===== src/vga_pkg.sv =====
package vga_pkg;

    // --------------------------------------------------
    // pixel bundle
    // --------------------------------------------------
    typedef struct packed {
        logic [3:0] r;
        logic [3:0] g;
        logic [3:0] b;
    } rgb_t;

    typedef struct packed {
        logic [10:0] hcount;
        logic [10:0] vcount;
        logic        hsync;
        logic        vsync;
        logic        hblnk;
        logic        vblnk;
        rgb_t        rgb;
    } vga_sig_t;

    // --------------------------------------------------
    // wishbone classic
    // --------------------------------------------------
    typedef struct packed {
        logic        cyc;
        logic        stb;
        logic        we;
        logic [3:0]  adr;     // word address
        logic [31:0] dat_w;
    } wb_req_t;

    typedef struct packed {
        logic        ack;
        logic [31:0] dat_r;
    } wb_rsp_t;

    typedef enum logic [3:0] {
        REG_CTRL         = 4'd0,
        REG_BG_COLOR     = 4'd1,
        REG_GROUND_COLOR = 4'd2,
        REG_CHAR_COLOR   = 4'd3,
        REG_GROUND_Y     = 4'd4,
        REG_MOTION       = 4'd5,
        REG_CHAR_POS     = 4'd6,   // read only
        REG_FRAME_CNT    = 4'd7    // read only
    } reg_addr_t;

    typedef enum logic {
        MS_GROUND = 1'b0,
        MS_AIR    = 1'b1
    } motion_state_t;

    typedef struct packed {
        logic        run;
        rgb_t        bg_color;
        rgb_t        ground_color;
        rgb_t        char_color;
        logic [10:0] ground_y;
        logic [3:0]  step;
        logic [3:0]  jump;
    } cfg_t;

endpackage

===== src/top_vga.sv =====
`timescale 1ns/1ps

module top_vga #(
    parameter int H_ACTIVE      = 800,
    parameter int H_FP          = 40,
    parameter int H_SYNC        = 128,
    parameter int H_BP          = 88,
    parameter int V_ACTIVE      = 600,
    parameter int V_FP          = 1,
    parameter int V_SYNC        = 4,
    parameter int V_BP          = 23,
    parameter int CHAR_W        = 32,
    parameter int CHAR_H        = 32,
    parameter int GROUND_Y_INIT = 480
) (
    input  logic             clk,
    input  logic             rst_n,
    input  logic             stepleft,
    input  logic             stepright,
    input  logic             stepjump,
    input  vga_pkg::wb_req_t wb_req,
    output vga_pkg::wb_rsp_t wb_rsp,
    output logic             hs,
    output logic             vs,
    output logic [3:0]       r,
    output logic [3:0]       g,
    output logic [3:0]       b,
    output logic             on_ground,
    output logic [10:0]      char_x,
    output logic [10:0]      char_y
);
    import vga_pkg::*;

    vga_sig_t vga_tim;
    vga_sig_t vga_bg;
    vga_sig_t vga_char;
    cfg_t     cfg;
    logic     frame_tick;

    assign hs        = vga_char.hsync;
    assign vs        = vga_char.vsync;
    assign {r, g, b} = vga_char.rgb;

    // --------------------------------------------------
    // pixel pipeline
    // --------------------------------------------------
    vga_timing #(
        .H_ACTIVE(H_ACTIVE), .H_FP(H_FP), .H_SYNC(H_SYNC), .H_BP(H_BP),
        .V_ACTIVE(V_ACTIVE), .V_FP(V_FP), .V_SYNC(V_SYNC), .V_BP(V_BP)
    ) u_vga_timing (
        .clk(clk),
        .rst_n(rst_n),
        .vga_out(vga_tim),
        .frame_tick(frame_tick)
    );

    draw_bg u_draw_bg (
        .clk(clk),
        .rst_n(rst_n),
        .cfg(cfg),
        .vga_in(vga_tim),
        .vga_out(vga_bg)
    );

    draw_char #(
        .CHAR_W(CHAR_W),
        .CHAR_H(CHAR_H)
    ) u_draw_char (
        .clk(clk),
        .rst_n(rst_n),
        .cfg(cfg),
        .char_x(char_x),
        .char_y(char_y),
        .vga_in(vga_bg),
        .vga_out(vga_char)
    );

    // --------------------------------------------------
    // control side
    // --------------------------------------------------
    char_ctrl #(
        .H_ACTIVE(H_ACTIVE),
        .CHAR_W(CHAR_W),
        .CHAR_H(CHAR_H),
        .GROUND_Y_INIT(GROUND_Y_INIT)
    ) u_char_ctrl (
        .clk(clk),
        .rst_n(rst_n),
        .frame_tick(frame_tick),
        .cfg(cfg),
        .stepleft(stepleft),
        .stepright(stepright),
        .stepjump(stepjump),
        .char_x(char_x),
        .char_y(char_y),
        .on_ground(on_ground)
    );

    game_regs #(
        .GROUND_Y_INIT(GROUND_Y_INIT)
    ) u_game_regs (
        .clk(clk),
        .rst_n(rst_n),
        .wb_req(wb_req),
        .wb_rsp(wb_rsp),
        .frame_tick(frame_tick),
        .char_x(char_x),
        .char_y(char_y),
        .cfg(cfg)
    );

endmodule


===== src/game_regs.sv =====
`timescale 1ns/1ps

module game_regs #(
    parameter int GROUND_Y_INIT = 480
) (
    input  logic             clk,
    input  logic             rst_n,
    input  vga_pkg::wb_req_t wb_req,
    output vga_pkg::wb_rsp_t wb_rsp,
    input  logic             frame_tick,
    input  logic [10:0]      char_x,
    input  logic [10:0]      char_y,
    output vga_pkg::cfg_t    cfg
);
    import vga_pkg::*;

    reg_addr_t   addr;
    logic        access;
    logic        wr_en;
    logic [31:0] rd_data;
    logic [31:0] frame_cnt;

    assign addr   = reg_addr_t'(wb_req.adr);
    assign access = wb_req.cyc && wb_req.stb && !wb_rsp.ack;
    assign wr_en  = access && wb_req.we;

    // --------------------------------------------------
    // read mux
    // --------------------------------------------------
    always_comb begin
        rd_data = '0;
        case (addr)
            REG_CTRL:         rd_data = {31'd0, cfg.run};
            REG_BG_COLOR:     rd_data = {20'd0, cfg.bg_color};
            REG_GROUND_COLOR: rd_data = {20'd0, cfg.ground_color};
            REG_CHAR_COLOR:   rd_data = {20'd0, cfg.char_color};
            REG_GROUND_Y:     rd_data = {21'd0, cfg.ground_y};
            REG_MOTION:       rd_data = {20'd0, cfg.jump, 4'd0, cfg.step};
            REG_CHAR_POS:     rd_data = {5'd0, char_y, 5'd0, char_x};
            REG_FRAME_CNT:    rd_data = frame_cnt;
            default:          rd_data = '0;   // unmapped
        endcase
    end

    // single-cycle ack, data held while ack is high
    always_ff @(posedge clk or negedge rst_n) begin
        if (!rst_n) begin
            wb_rsp <= '0;
        end else begin
            wb_rsp.ack <= access;
            if (access) begin
                wb_rsp.dat_r <= rd_data;
            end
        end
    end

    // --------------------------------------------------
    // writable registers
    // --------------------------------------------------
    always_ff @(posedge clk or negedge rst_n) begin
        if (!rst_n) begin
            cfg          <= '0;
            cfg.ground_y <= 11'(GROUND_Y_INIT);
            cfg.step     <= 4'd1;
            cfg.jump     <= 4'd4;
        end else if (wr_en) begin
            case (addr)
                REG_CTRL:         cfg.run          <= wb_req.dat_w[0];
                REG_BG_COLOR:     cfg.bg_color     <= wb_req.dat_w[11:0];
                REG_GROUND_COLOR: cfg.ground_color <= wb_req.dat_w[11:0];
                REG_CHAR_COLOR:   cfg.char_color   <= wb_req.dat_w[11:0];
                REG_GROUND_Y:     cfg.ground_y     <= wb_req.dat_w[10:0];
                REG_MOTION: begin
                    cfg.step <= wb_req.dat_w[3:0];
                    cfg.jump <= wb_req.dat_w[11:8];
                end
                default: ;                            // read only or unmapped
            endcase
        end
    end

    always_ff @(posedge clk or negedge rst_n) begin
        if (!rst_n) begin
            frame_cnt <= '0;
        end else if (frame_tick) begin
            frame_cnt <= frame_cnt + 32'd1;
        end
    end

endmodule


===== src/draw_char.sv =====
`timescale 1ns/1ps

module draw_char #(
    parameter int CHAR_W = 32,
    parameter int CHAR_H = 32
) (
    input  logic              clk,
    input  logic              rst_n,
    input  vga_pkg::cfg_t     cfg,
    input  logic [10:0]       char_x,
    input  logic [10:0]       char_y,
    input  vga_pkg::vga_sig_t vga_in,
    output vga_pkg::vga_sig_t vga_out
);
    import vga_pkg::*;

    logic [11:0] x_end;
    logic [11:0] y_end;
    logic        in_x;
    logic        in_y;
    logic        hit;
    rgb_t        rgb_nxt;

    // one past the last column and row of the rectangle
    assign x_end = {1'b0, char_x} + 12'(CHAR_W);
    assign y_end = {1'b0, char_y} + 12'(CHAR_H);

    assign in_x = (vga_in.hcount >= char_x) && ({1'b0, vga_in.hcount} < x_end);
    assign in_y = (vga_in.vcount >= char_y) && ({1'b0, vga_in.vcount} < y_end);
    assign hit  = cfg.run && !vga_in.hblnk && !vga_in.vblnk && in_x && in_y;

    assign rgb_nxt = hit ? cfg.char_color : vga_in.rgb;

    always_ff @(posedge clk or negedge rst_n) begin
        if (!rst_n) begin
            vga_out <= '0;
        end else begin
            vga_out.hcount <= vga_in.hcount;
            vga_out.vcount <= vga_in.vcount;
            vga_out.hsync  <= vga_in.hsync;
            vga_out.vsync  <= vga_in.vsync;
            vga_out.hblnk  <= vga_in.hblnk;
            vga_out.vblnk  <= vga_in.vblnk;
            vga_out.rgb    <= rgb_nxt;     // solid rectangle on top
        end
    end

endmodule


===== src/char_ctrl.sv =====
`timescale 1ns/1ps

module char_ctrl #(
    parameter int H_ACTIVE      = 800,
    parameter int CHAR_W        = 32,
    parameter int CHAR_H        = 32,
    parameter int GROUND_Y_INIT = 480
) (
    input  logic          clk,
    input  logic          rst_n,
    input  logic          frame_tick,
    input  vga_pkg::cfg_t cfg,
    input  logic          stepleft,
    input  logic          stepright,
    input  logic          stepjump,
    output logic [10:0]   char_x,
    output logic [10:0]   char_y,
    output logic          on_ground
);
    import vga_pkg::*;

    localparam logic [11:0] X_MAX = 12'(H_ACTIVE - CHAR_W);

    motion_state_t       state, state_nxt;
    logic signed [7:0]   vel, vel_nxt;
    logic [10:0]         x_nxt, y_nxt;
    logic [10:0]         land_y;
    logic [11:0]         x_right;
    logic signed [12:0]  y_sum;

    // top of the character when standing on the ground line
    assign land_y  = (cfg.ground_y > 11'(CHAR_H)) ? cfg.ground_y - 11'(CHAR_H) : '0;
    assign x_right = {1'b0, char_x} + {8'd0, cfg.step};
    assign y_sum   = $signed({2'b00, char_y}) + 13'(vel);

    // --------------------------------------------------
    // per-frame motion rules
    // --------------------------------------------------
    always_comb begin
        x_nxt     = char_x;
        y_nxt     = char_y;
        vel_nxt   = vel;
        state_nxt = state;

        if (stepleft && !stepright && (char_x >= {7'd0, cfg.step})) begin
            x_nxt = char_x - {7'd0, cfg.step};
        end else if (stepright && !stepleft && (x_right <= X_MAX)) begin
            x_nxt = x_right[10:0];
        end

        if (state == MS_GROUND) begin
            y_nxt = land_y;                          // follows ground_y changes
            if (stepjump) begin
                vel_nxt   = -$signed({4'b0000, cfg.jump});
                state_nxt = MS_AIR;
            end
        end else begin
            vel_nxt = vel + 8'sd1;                   // gravity
            if (y_sum >= $signed({2'b00, land_y})) begin
                y_nxt     = land_y;
                vel_nxt   = '0;
                state_nxt = MS_GROUND;
            end else if (y_sum < 0) begin
                y_nxt = '0;                          // top edge
            end else begin
                y_nxt = y_sum[10:0];
            end
        end
    end

    always_ff @(posedge clk or negedge rst_n) begin
        if (!rst_n) begin
            char_x    <= '0;
            char_y    <= 11'(GROUND_Y_INIT - CHAR_H);
            vel       <= '0;
            state     <= MS_GROUND;
            on_ground <= 1'b0;
        end else if (frame_tick && cfg.run) begin   // vertical blanking only
            char_x    <= x_nxt;
            char_y    <= y_nxt;
            vel       <= vel_nxt;
            state     <= state_nxt;
            on_ground <= (state_nxt == MS_GROUND);
        end
    end

endmodule


===== src/draw_bg.sv =====
`timescale 1ns/1ps

module draw_bg (
    input  logic              clk,
    input  logic              rst_n,
    input  vga_pkg::cfg_t     cfg,
    input  vga_pkg::vga_sig_t vga_in,
    output vga_pkg::vga_sig_t vga_out
);
    import vga_pkg::*;

    rgb_t rgb_nxt;
    logic blank;

    assign blank = vga_in.hblnk || vga_in.vblnk;

    // --------------------------------------------------
    // sky above the ground line, ground at and below it
    // --------------------------------------------------
    always_comb begin
        if (blank) begin
            rgb_nxt = '0;
        end else if (vga_in.vcount >= cfg.ground_y) begin
            rgb_nxt = cfg.ground_color;
        end else begin
            rgb_nxt = cfg.bg_color;
        end
    end

    always_ff @(posedge clk or negedge rst_n) begin
        if (!rst_n) begin
            vga_out <= '0;
        end else begin
            vga_out.hcount <= vga_in.hcount;
            vga_out.vcount <= vga_in.vcount;
            vga_out.hsync  <= vga_in.hsync;
            vga_out.vsync  <= vga_in.vsync;
            vga_out.hblnk  <= vga_in.hblnk;
            vga_out.vblnk  <= vga_in.vblnk;
            vga_out.rgb    <= rgb_nxt;
        end
    end

endmodule


===== src/vga_timing.sv =====
`timescale 1ns/1ps

module vga_timing #(
    parameter int H_ACTIVE = 800,
    parameter int H_FP     = 40,
    parameter int H_SYNC   = 128,
    parameter int H_BP     = 88,
    parameter int V_ACTIVE = 600,
    parameter int V_FP     = 1,
    parameter int V_SYNC   = 4,
    parameter int V_BP     = 23
) (
    input  logic              clk,
    input  logic              rst_n,
    output vga_pkg::vga_sig_t vga_out,
    output logic              frame_tick
);

    localparam int H_TOTAL = H_ACTIVE + H_FP + H_SYNC + H_BP;
    localparam int V_TOTAL = V_ACTIVE + V_FP + V_SYNC + V_BP;

    localparam logic [10:0] H_LAST   = 11'(H_TOTAL - 1);
    localparam logic [10:0] V_LAST   = 11'(V_TOTAL - 1);
    localparam logic [10:0] HS_START = 11'(H_ACTIVE + H_FP);
    localparam logic [10:0] HS_END   = 11'(H_ACTIVE + H_FP + H_SYNC);
    localparam logic [10:0] VS_START = 11'(V_ACTIVE + V_FP);
    localparam logic [10:0] VS_END   = 11'(V_ACTIVE + V_FP + V_SYNC);

    logic [10:0] h_nxt;
    logic [10:0] v_nxt;

    // --------------------------------------------------
    // next counter values
    // --------------------------------------------------
    always_comb begin
        if (vga_out.hcount == H_LAST) begin
            h_nxt = '0;
            if (vga_out.vcount == V_LAST) begin
                v_nxt = '0;             // wrap to next frame
            end else begin
                v_nxt = vga_out.vcount + 11'd1;
            end
        end else begin
            h_nxt = vga_out.hcount + 11'd1;
            v_nxt = vga_out.vcount;
        end
    end

    // sync and blanking decoded from next count, so they line up with counters
    always_ff @(posedge clk or negedge rst_n) begin
        if (!rst_n) begin
            vga_out    <= '0;
            frame_tick <= 1'b0;
        end else begin
            vga_out.hcount <= h_nxt;
            vga_out.vcount <= v_nxt;
            vga_out.hsync  <= (h_nxt >= HS_START) && (h_nxt < HS_END);
            vga_out.vsync  <= (v_nxt >= VS_START) && (v_nxt < VS_END);
            vga_out.hblnk  <= (h_nxt >= 11'(H_ACTIVE));
            vga_out.vblnk  <= (v_nxt >= 11'(V_ACTIVE));
            vga_out.rgb    <= '0;
            frame_tick     <= (h_nxt == 11'd0) && (v_nxt == 11'(V_ACTIVE));  // first blank line
        end
    end

endmodule


===== config.mk =====
export PLATFORM = sky130hd
export DESIGN_NAME = top_vga
export DESIGN_NICKNAME = d
export VERILOG_FILES = /design/src/vga_pkg.sv /design/src/top_vga.sv /design/src/game_regs.sv /design/src/draw_char.sv /design/src/char_ctrl.sv /design/src/draw_bg.sv /design/src/vga_timing.sv
export SDC_FILE = /design/constraint.sdc
export NUM_CORES = 1
export LEC_CHECK = 0
export ABC_AREA = 1
export CORE_UTILIZATION = 45
export DETAILED_ROUTE_END_ITERATION = 8
export DONT_BUFFER_PORTS = 1
export PLACE_DENSITY = 0.65
export SLEW_MARGIN = 10
export SYNTH_ARGS = -nofsm -noshare
export SYNTH_HDL_FRONTEND = slang
export SYNTH_SLANG_ARGS = --single-unit

===== constraint.sdc =====
create_clock -name clk -period 5.05 [get_ports clk]
set_input_delay 0.2525 -clock clk [delete_from_list [all_inputs] [get_ports clk]]
set_output_delay 0.2525 -clock clk [all_outputs]
set_load 0.01 [all_outputs]

### After elaboration in Yosys (flattened, before gate mapping)

Index checks and enable logic that the tools add are counted.

| storage, ports and cells | value |
|---|---|
| register bits | 232 |
| output and inout bits | 70 |
| input port bits | 44 |
| word-level logic and storage cells | 134 |

| cells by class | value |
|---|---|
| add/sub/neg operators | 11 |
| equal/unequal tests | 10 |
| mux-type cells | 19 |
| $lt $le $gt $ge | 16 |
| reductions and logical operators | 35 |
| bitwise gates (word level) | 1 |

Operators by type and width:

| kind | number |
|---|---|
| 32-bit one-hot mux with 8 select lines | 1 |
| 11-bit two-way mux | 9 |
| 11-bit by 10-bit >= comparator with 1-bit output (second input constant) | 4 |
| 12-bit two-way mux | 3 |
| 11-bit >= comparator | 3 |
| 32-bit by 1-bit adder with 32-bit output (second input constant) | 1 |
| 11-bit by 6-bit adder with 12-bit output (second input constant) | 2 |
| 11-bit by 12-bit less-than comparator with 1-bit output | 2 |
| 8-bit two-way mux | 3 |
| 11-bit by 1-bit adder with 11-bit output (second input constant) | 2 |
| 11-bit by 10-bit == test with 1-bit output (second input constant) | 2 |
| 11-bit by 10-bit less-than comparator with 1-bit output (second input constant) | 2 |
| 1-bit logical AND | 17 |
| 4-bit by 3-bit == test with 1-bit output (second input constant) | 4 |
| 2-bit AND reduction | 8 |
| 12-bit by 8-bit adder with 13-bit output | 1 |
| 13-bit by 12-bit >= comparator with 1-bit output | 1 |
| 13-bit by 1-bit less-than comparator with 1-bit output (second input constant) | 1 |
| 11-bit by 4-bit adder with 12-bit output | 1 |
| 12-bit by 10-bit less-or-equal comparator with 1-bit output (second input constant) | 1 |
| 11-bit == test (second input constant) | 1 |
| 11-bit by 4-bit >= comparator with 1-bit output | 1 |
| 11-bit by 6-bit > comparator with 1-bit output (second input constant) | 1 |
| 11-bit zero test | 1 |
| other kinds (12) | 20 |

### Logic depth before layout (Yosys ltp)

| depth | value |
|---|---|
| word-level depth | 6 |
| mapped depth | 23 |
| depth with buffers taken out | 21 |

### Hierarchy

A second synthesis with hierarchy kept.

| second synthesis, totals | value |
|---|---|
| cell total of the unflattened synthesis | 2,042 |
| area total of the unflattened synthesis | 15,593.7 µm² |

By module, submodules not included:

| module | area an instance (µm²) | instances | seq. area each (µm²) | cells an instance |
|---|---|---|---|---|
| game_regs | 6,074.6 | 1 | 3,035.4 | 774 |
| char_ctrl | 3,577.2 | 1 | 804.5 | 561 |
| draw_char | 2,502.4 | 1 | 950.9 | 293 |
| vga_timing | 1,835.5 | 1 | 675.6 | 248 |
| draw_bg | 1,604.0 | 1 | 950.9 | 166 |

### Worst setup path before layout

OpenSTA, ideal clock, no wires.

| timing path | value |
|---|---|
| path type | reg-to-reg |
| start point | register u_char_ctrl.char_y[0] |
| end point | register u_char_ctrl.char_y[9] |
| arrival time | 2,921 ps |
| path slack | 2,011 ps |
| required time | 4,932 ps |
| clock period less this slack | 3,039 ps |
| stages on the path, launching flop included | 23 |
| library setup time | 118 ps |
| cells stage by stage | dfrtp_1 -> ha_1 -> fa_1 -> nand3_1 -> nand2_1 -> nand3_1 -> nand2_1 -> xor2_1 -> ha_1 -> nand2_1 -> inv_1 -> a21oi_1 -> nand2_1 -> nor2_1 -> nand2_1 -> nand2_1 -> nand3_1 -> nand2_1 -> buf_4 -> buf_4 -> nand3_1 -> nand3_1 -> nand2_1 |

| between the ends | value |
|---|---|
| cells in the longest elaborated chain, start to end | 5 |

Ends and longest elaborated chain:

| item | line | text |
|---|---|---|
| start: declaration | char_ctrl.sv:17 | `output logic [10:0] char_y,` |
| start signal: assignment | char_ctrl.sv:74 | `char_y <= 11'(GROUND_Y_INIT - CHAR_H);` |
| start signal: assignment | char_ctrl.sv:80 | `char_y <= y_nxt;` |
| 12-bit by 8-bit adder with 13-bit output * | char_ctrl.sv:34 | `assign y_sum = $signed({2'b00, char_y}) + 13'(vel);` |
| 13-bit by 1-bit less-than comparator with 1-bit output | char_ctrl.sv:63 | `end else if (y_sum < 0) begin` |
| 11-bit two-way mux | char_ctrl.sv:63 |  |
| 11-bit two-way mux * | char_ctrl.sv:59 | `if (y_sum >= $signed({2'b00, land_y})) begin` |
| 11-bit two-way mux * | char_ctrl.sv:51 | `if (state == MS_GROUND) begin` |

Mark *: on every way between the ends. The rest lies on a longest branch, timed or not.
A chain may end at the register's enable or synchronous reset.

### Worst setup path after layout

| timing path | value |
|---|---|
| start point | register u_char_ctrl.char_y[0] |
| end point | register u_char_ctrl.char_y[7] |

The elaborated chain is that of the path after synthesis.

==> Implementation_results.wiki <==
{| class="wikitable"
! Metric !! Value
|-
| Run status || finished, violations left
|-
| Failing checks || hold timing
|-
| #FFs+latches synth || 232
|-
| Setup repair after global routing missed its margin || no
|-
| Core footprint || 0.0290 mm2
|-
| Number of placed instances, taps included || 2045
|-
| Initial antenna violation count || 2
|-
| Count of standard-cell rows || 62
|-
| Synthesized area per cell || 7.89 um2
|-
| Time the worst path needs with I/O delays and setup || 3.51 ns
|-
| Ranking of synthesized cells by area || sky130_fd_sc_hd__dfrtp_1 42%, sky130_fd_sc_hd__nand2_1 15%, sky130_fd_sc_hd__ha_1 8.1%
|-
| Number of buffers inserted by post-CTS setup repair || 0
|-
| Total power per unit cell area || 312 mW/mm2
|-
| Length of the first detailed-routing pass in iterations || 5
|-
| Via count of the first global-routing pass || 11037
|-
| Total Routing Usage GR || 24.0%
|-
| Endpoints failing setup || 0
|-
| Die area || 0.0306 mm2
|-
| Routed Antenna Nets || 0
|-
| Fmax || 285 MHz
|-
| Sequential cell area fraction in the yosys report || 43.3%
|-
| Number of pins exceeding their max-slew limit in the final report || 0
|-
| DRC || 0
|-
| Final number of hold-violating endpoints || 232
|-
| CTS Root Cell || sky130_fd_sc_hd__clkbuf_16
|-
| Worst clock skew || 0.0190 ns
|-
| Most used cell along the critical path || sky130_fd_sc_hd__nand2_1
|-
| Synthesized Nets || 1837
|-
| Vias/cell || 5.39
|-
| CP startpoint kind || flop
|-
| Relative slew margins || 44.9%
|-
| Floorplan die width || 175 um
|-
| Fraction of layout instances using a drive strength above 1 || 5.58%
|-
| Cell chain of the critical path || ha_1, fa_1, nand3_1, nand2_1, nand3_1, nand2_1, xor2_1, ha_1, nand2_1, inv_1, a21oi_1, nand2_1, nor2_1, nand2_1, nand2_1, nand3_1, nand2_1, nand2_1, nand2_1, nand3_1, nand2_1
|-
| CTS tree || yes
|-
| Initial Utilization || 46.3%
|-
| Least-Margin Pin Slew || 0.826 ns
|-
| Buffer levels on the longest clock path || 3
|-
| Max_cap viols || 0
|-
| Critical Path Slowest Stage Cell || sky130_fd_sc_hd__dfrtp_1
|-
| Peak VDD IR || 0.266 mV
|-
| Drt wl/cell || 17.1 um
|-
| Fill cell count || 2777
|-
| Netlist Area Pre-Place || 0.0134 mm2
|-
| Pin count of the biggest net entering global routing || 233
|-
| Clock H-tree levels || 1
|-
| Total via count in the routed design || 11350
|-
| WS Path Type || flop to flop
|-
| Biggest fanout along the worst timing path || 13
|-
| Clock buffer count from CTS || 27
|-
| Number of enable-type register cells in the synthesized netlist || 0
|-
| Remaining global-route overflow || 0
|-
| Crit-path max cell delay || 0.50 ns
|-
| Buffers added on ports || 0
|-
| Gate count after technology mapping || 1703
|-
| Static Leakage || 7.58 nW
|-
| Yosys warning count || 0
|-
| Area leader, netlist || sky130_fd_sc_hd__dfrtp_1
|-
| Routability Congestion || 0.921
|-
| Synth unique cells || 49
|-
| Post-CTS Hold Fix Bufs || 14
|-
| Most common flop cell mapped by yosys || sky130_fd_sc_hd__dfrtp_1
|-
| Final routed wirelength across all metal layers || 36100 um
|-
| Hold_ws || -0.593 ns
|-
| I/O pin total || 114
|-
| Required @ worst endpoint || 5.53 ns
|-
| Resize count post-CTS || 0
|-
| Async set or reset register ratio after synthesis || 100%
|-
| Overall die height || 175 um
|-
| Area fraction of the dominant cell type after synthesis || 41.5%
|-
| HPWL after detailed placement || 25800 um
|-
| Post-layout instance count excluding filler cells || 2107
|-
| Worst hold path type || input port to async pin
|-
| Number of DRC markers after the initial detailed-route iteration || 680
|-
| Clock-pin slew of the registers on the worst-case setup and hold paths || 0.06 ns
|-
| Final nets || 1838
|-
| First-pass GRT wire length || 58200 um
|-
| Sum of negative setup slack || 0 ns
|-
| Critical path data arrival time || 3.99 ns
|-
| Clk_lat worst skew || 0.55 ns
|-
| Endpoint kind of the worst setup timing path || flop
|-
| Syn-to-layout area delta || 10.1%
|-
| Share of the clock period used by the worst path || 69.5%
|-
| Sink Count || 232
|}
-- flip-flops by register name (all words and copies together) (netlist names) --
register	cells
u_game_regs.cfg	56
u_draw_bg.vga_out	38
u_game_regs.wb_rsp	33
u_game_regs.frame_cnt	32
u_vga_timing.vga_out	26
u_draw_char.vga_out	14
u_char_ctrl.char_x	11
u_char_ctrl.char_y	11
u_char_ctrl.vel	8
u_char_ctrl.on_ground	1
u_char_ctrl.state	1
u_vga_timing.frame_tick	1
-- critical path, delay by kind of cell, from the launching register on --
kind / cells / cell delay [ns]
adder cells (fa/ha/maj): 3 / 1.01
AND/OR/NAND/NOR: 15 / 1.55
buffers and inverters: 1 / 0.05
AO/OA/AOI/OAI: 1 / 0.13
XOR/XNOR: 1 / 0.22
flip-flops: 1 / 0.50
-- synthesized netlist by cell type (10+ instances only) --
cell type                    n
sky130_fd_sc_hd__a21oi_1    64
sky130_fd_sc_hd__clkbuf_1   28
sky130_fd_sc_hd__dfrtp_1   223
sky130_fd_sc_hd__ha_1       87
sky130_fd_sc_hd__inv_1     182
sky130_fd_sc_hd__nand2_1   521
sky130_fd_sc_hd__nand3_1   142
sky130_fd_sc_hd__nand3b_1   11
sky130_fd_sc_hd__nand4_1    34
sky130_fd_sc_hd__nor2_1     90
sky130_fd_sc_hd__nor2_2     10
sky130_fd_sc_hd__nor3_1     25
sky130_fd_sc_hd__o21ai_0    97
sky130_fd_sc_hd__o22ai_1    15
sky130_fd_sc_hd__xnor2_1    10
sky130_fd_sc_hd__xor2_1     52
-- worst paths after layout --
check                                                        start                                 end  slack [ns]  cells after the start
worst max-delay path             u_char_ctrl.char_y[0]$_DFFE_PN0P_   u_char_ctrl.char_y[7]$_DFFE_PN1P_        1.54                     21
worst min-delay path                                         rst_n     u_game_regs.cfg[29]$_DFFE_PN0P_       -0.59                      0
worst max register to register   u_char_ctrl.char_y[0]$_DFFE_PN0P_   u_char_ctrl.char_y[7]$_DFFE_PN1P_        1.54                     21
worst min register to register  u_vga_timing.vga_out[12]$_DFF_PN0_     u_draw_bg.vga_out[12]$_DFF_PN0_        0.35                      0
max in group asynchronous                                    rst_n  u_vga_timing.vga_out[32]$_DFF_PN0_        5.15                      0
min in group clk                                         wb_req[2]     u_game_regs.cfg[21]$_DFFE_PN0P_        0.03                      2
-- metal layers --
| metal | GRT usage [%] | up-vias | wire, um |
|---|---|---|---|
| met1 | 31.7 | 5399 | 15900 |
| met3 | 4.37 | 60 | 2340 |
| li1 | - | 5588 | - |
| met2 | 39.9 | 303 | 16900 |
| met4 | 7.14 | 0 | 886 |
| met5 | 0 | - | 0 |
-- layout make-up --
class	count	area, um2	share of cell area (%)
multi-input cells	1235	6670	45.1
flip-flops and latches	232	5820	39.3
clock buffers	40	835	5.64
inverters	186	701	4.74
well taps	384	480	3.25
repair buffers	22	200	1.35
clock inverters	6	87.6	0.592
diodes	2	5.00	0.0338
-- through the flow --
| stage | setup slack [ns] | cell area (um2) | power (mW) | util, % | hold WS, ns |
|---|---|---|---|---|---|
| 2_1_floorplan | 2.01 | 13400 | 2.47 | - | -0.0431 |
| 3_5_place_dp | 1.58 | 13700 | 2.62 | 47.3 | -0.0326 |
| 4_1_cts | 1.58 | 14800 | 4.65 | 51.0 | -0.613 |
| 3_3_place_gp | 1.62 | 13700 | 2.60 | 47.3 | -0.0318 |
| 5_1_grt | 1.16 | 14800 | 4.81 | 51.0 | -0.615 |
| 6_report | 1.54 | 14800 | 4.62 | 51.0 | -0.593 |
-- placed cells by master, fill, tap and decap left out, types with 25 or more instances in the layout --
cell type	count
sky130_fd_sc_hd__a21oi_1	64
sky130_fd_sc_hd__clkbuf_16	27
sky130_fd_sc_hd__dfrtp_1	223
sky130_fd_sc_hd__ha_1	87
sky130_fd_sc_hd__inv_1	182
sky130_fd_sc_hd__nand2_1	521
sky130_fd_sc_hd__nand3_1	142
sky130_fd_sc_hd__nand4_1	34
sky130_fd_sc_hd__nor2_1	90
sky130_fd_sc_hd__nor3_1	25
sky130_fd_sc_hd__o21ai_0	97
sky130_fd_sc_hd__xor2_1	52
-- logic make-up after synthesis --
group / after synthesis / synth area share [%]
fa+ha+maj: 90 / 8.55
flops: 232 / 43.3
buf+inv: 236 / 7.09
xor+xnor: 63 / 4.16
simple gates: 860 / 27.7
compound gates: 222 / 9.27
-- power by group --
group          internal (mW)  leakage [nW]  switching (mW)
registers               1.97          3.13          0.0890
logic                  0.178          3.98           0.359
clock network           1.23         0.459           0.790
No activity file was read; power rests on OpenSTA's default activity.
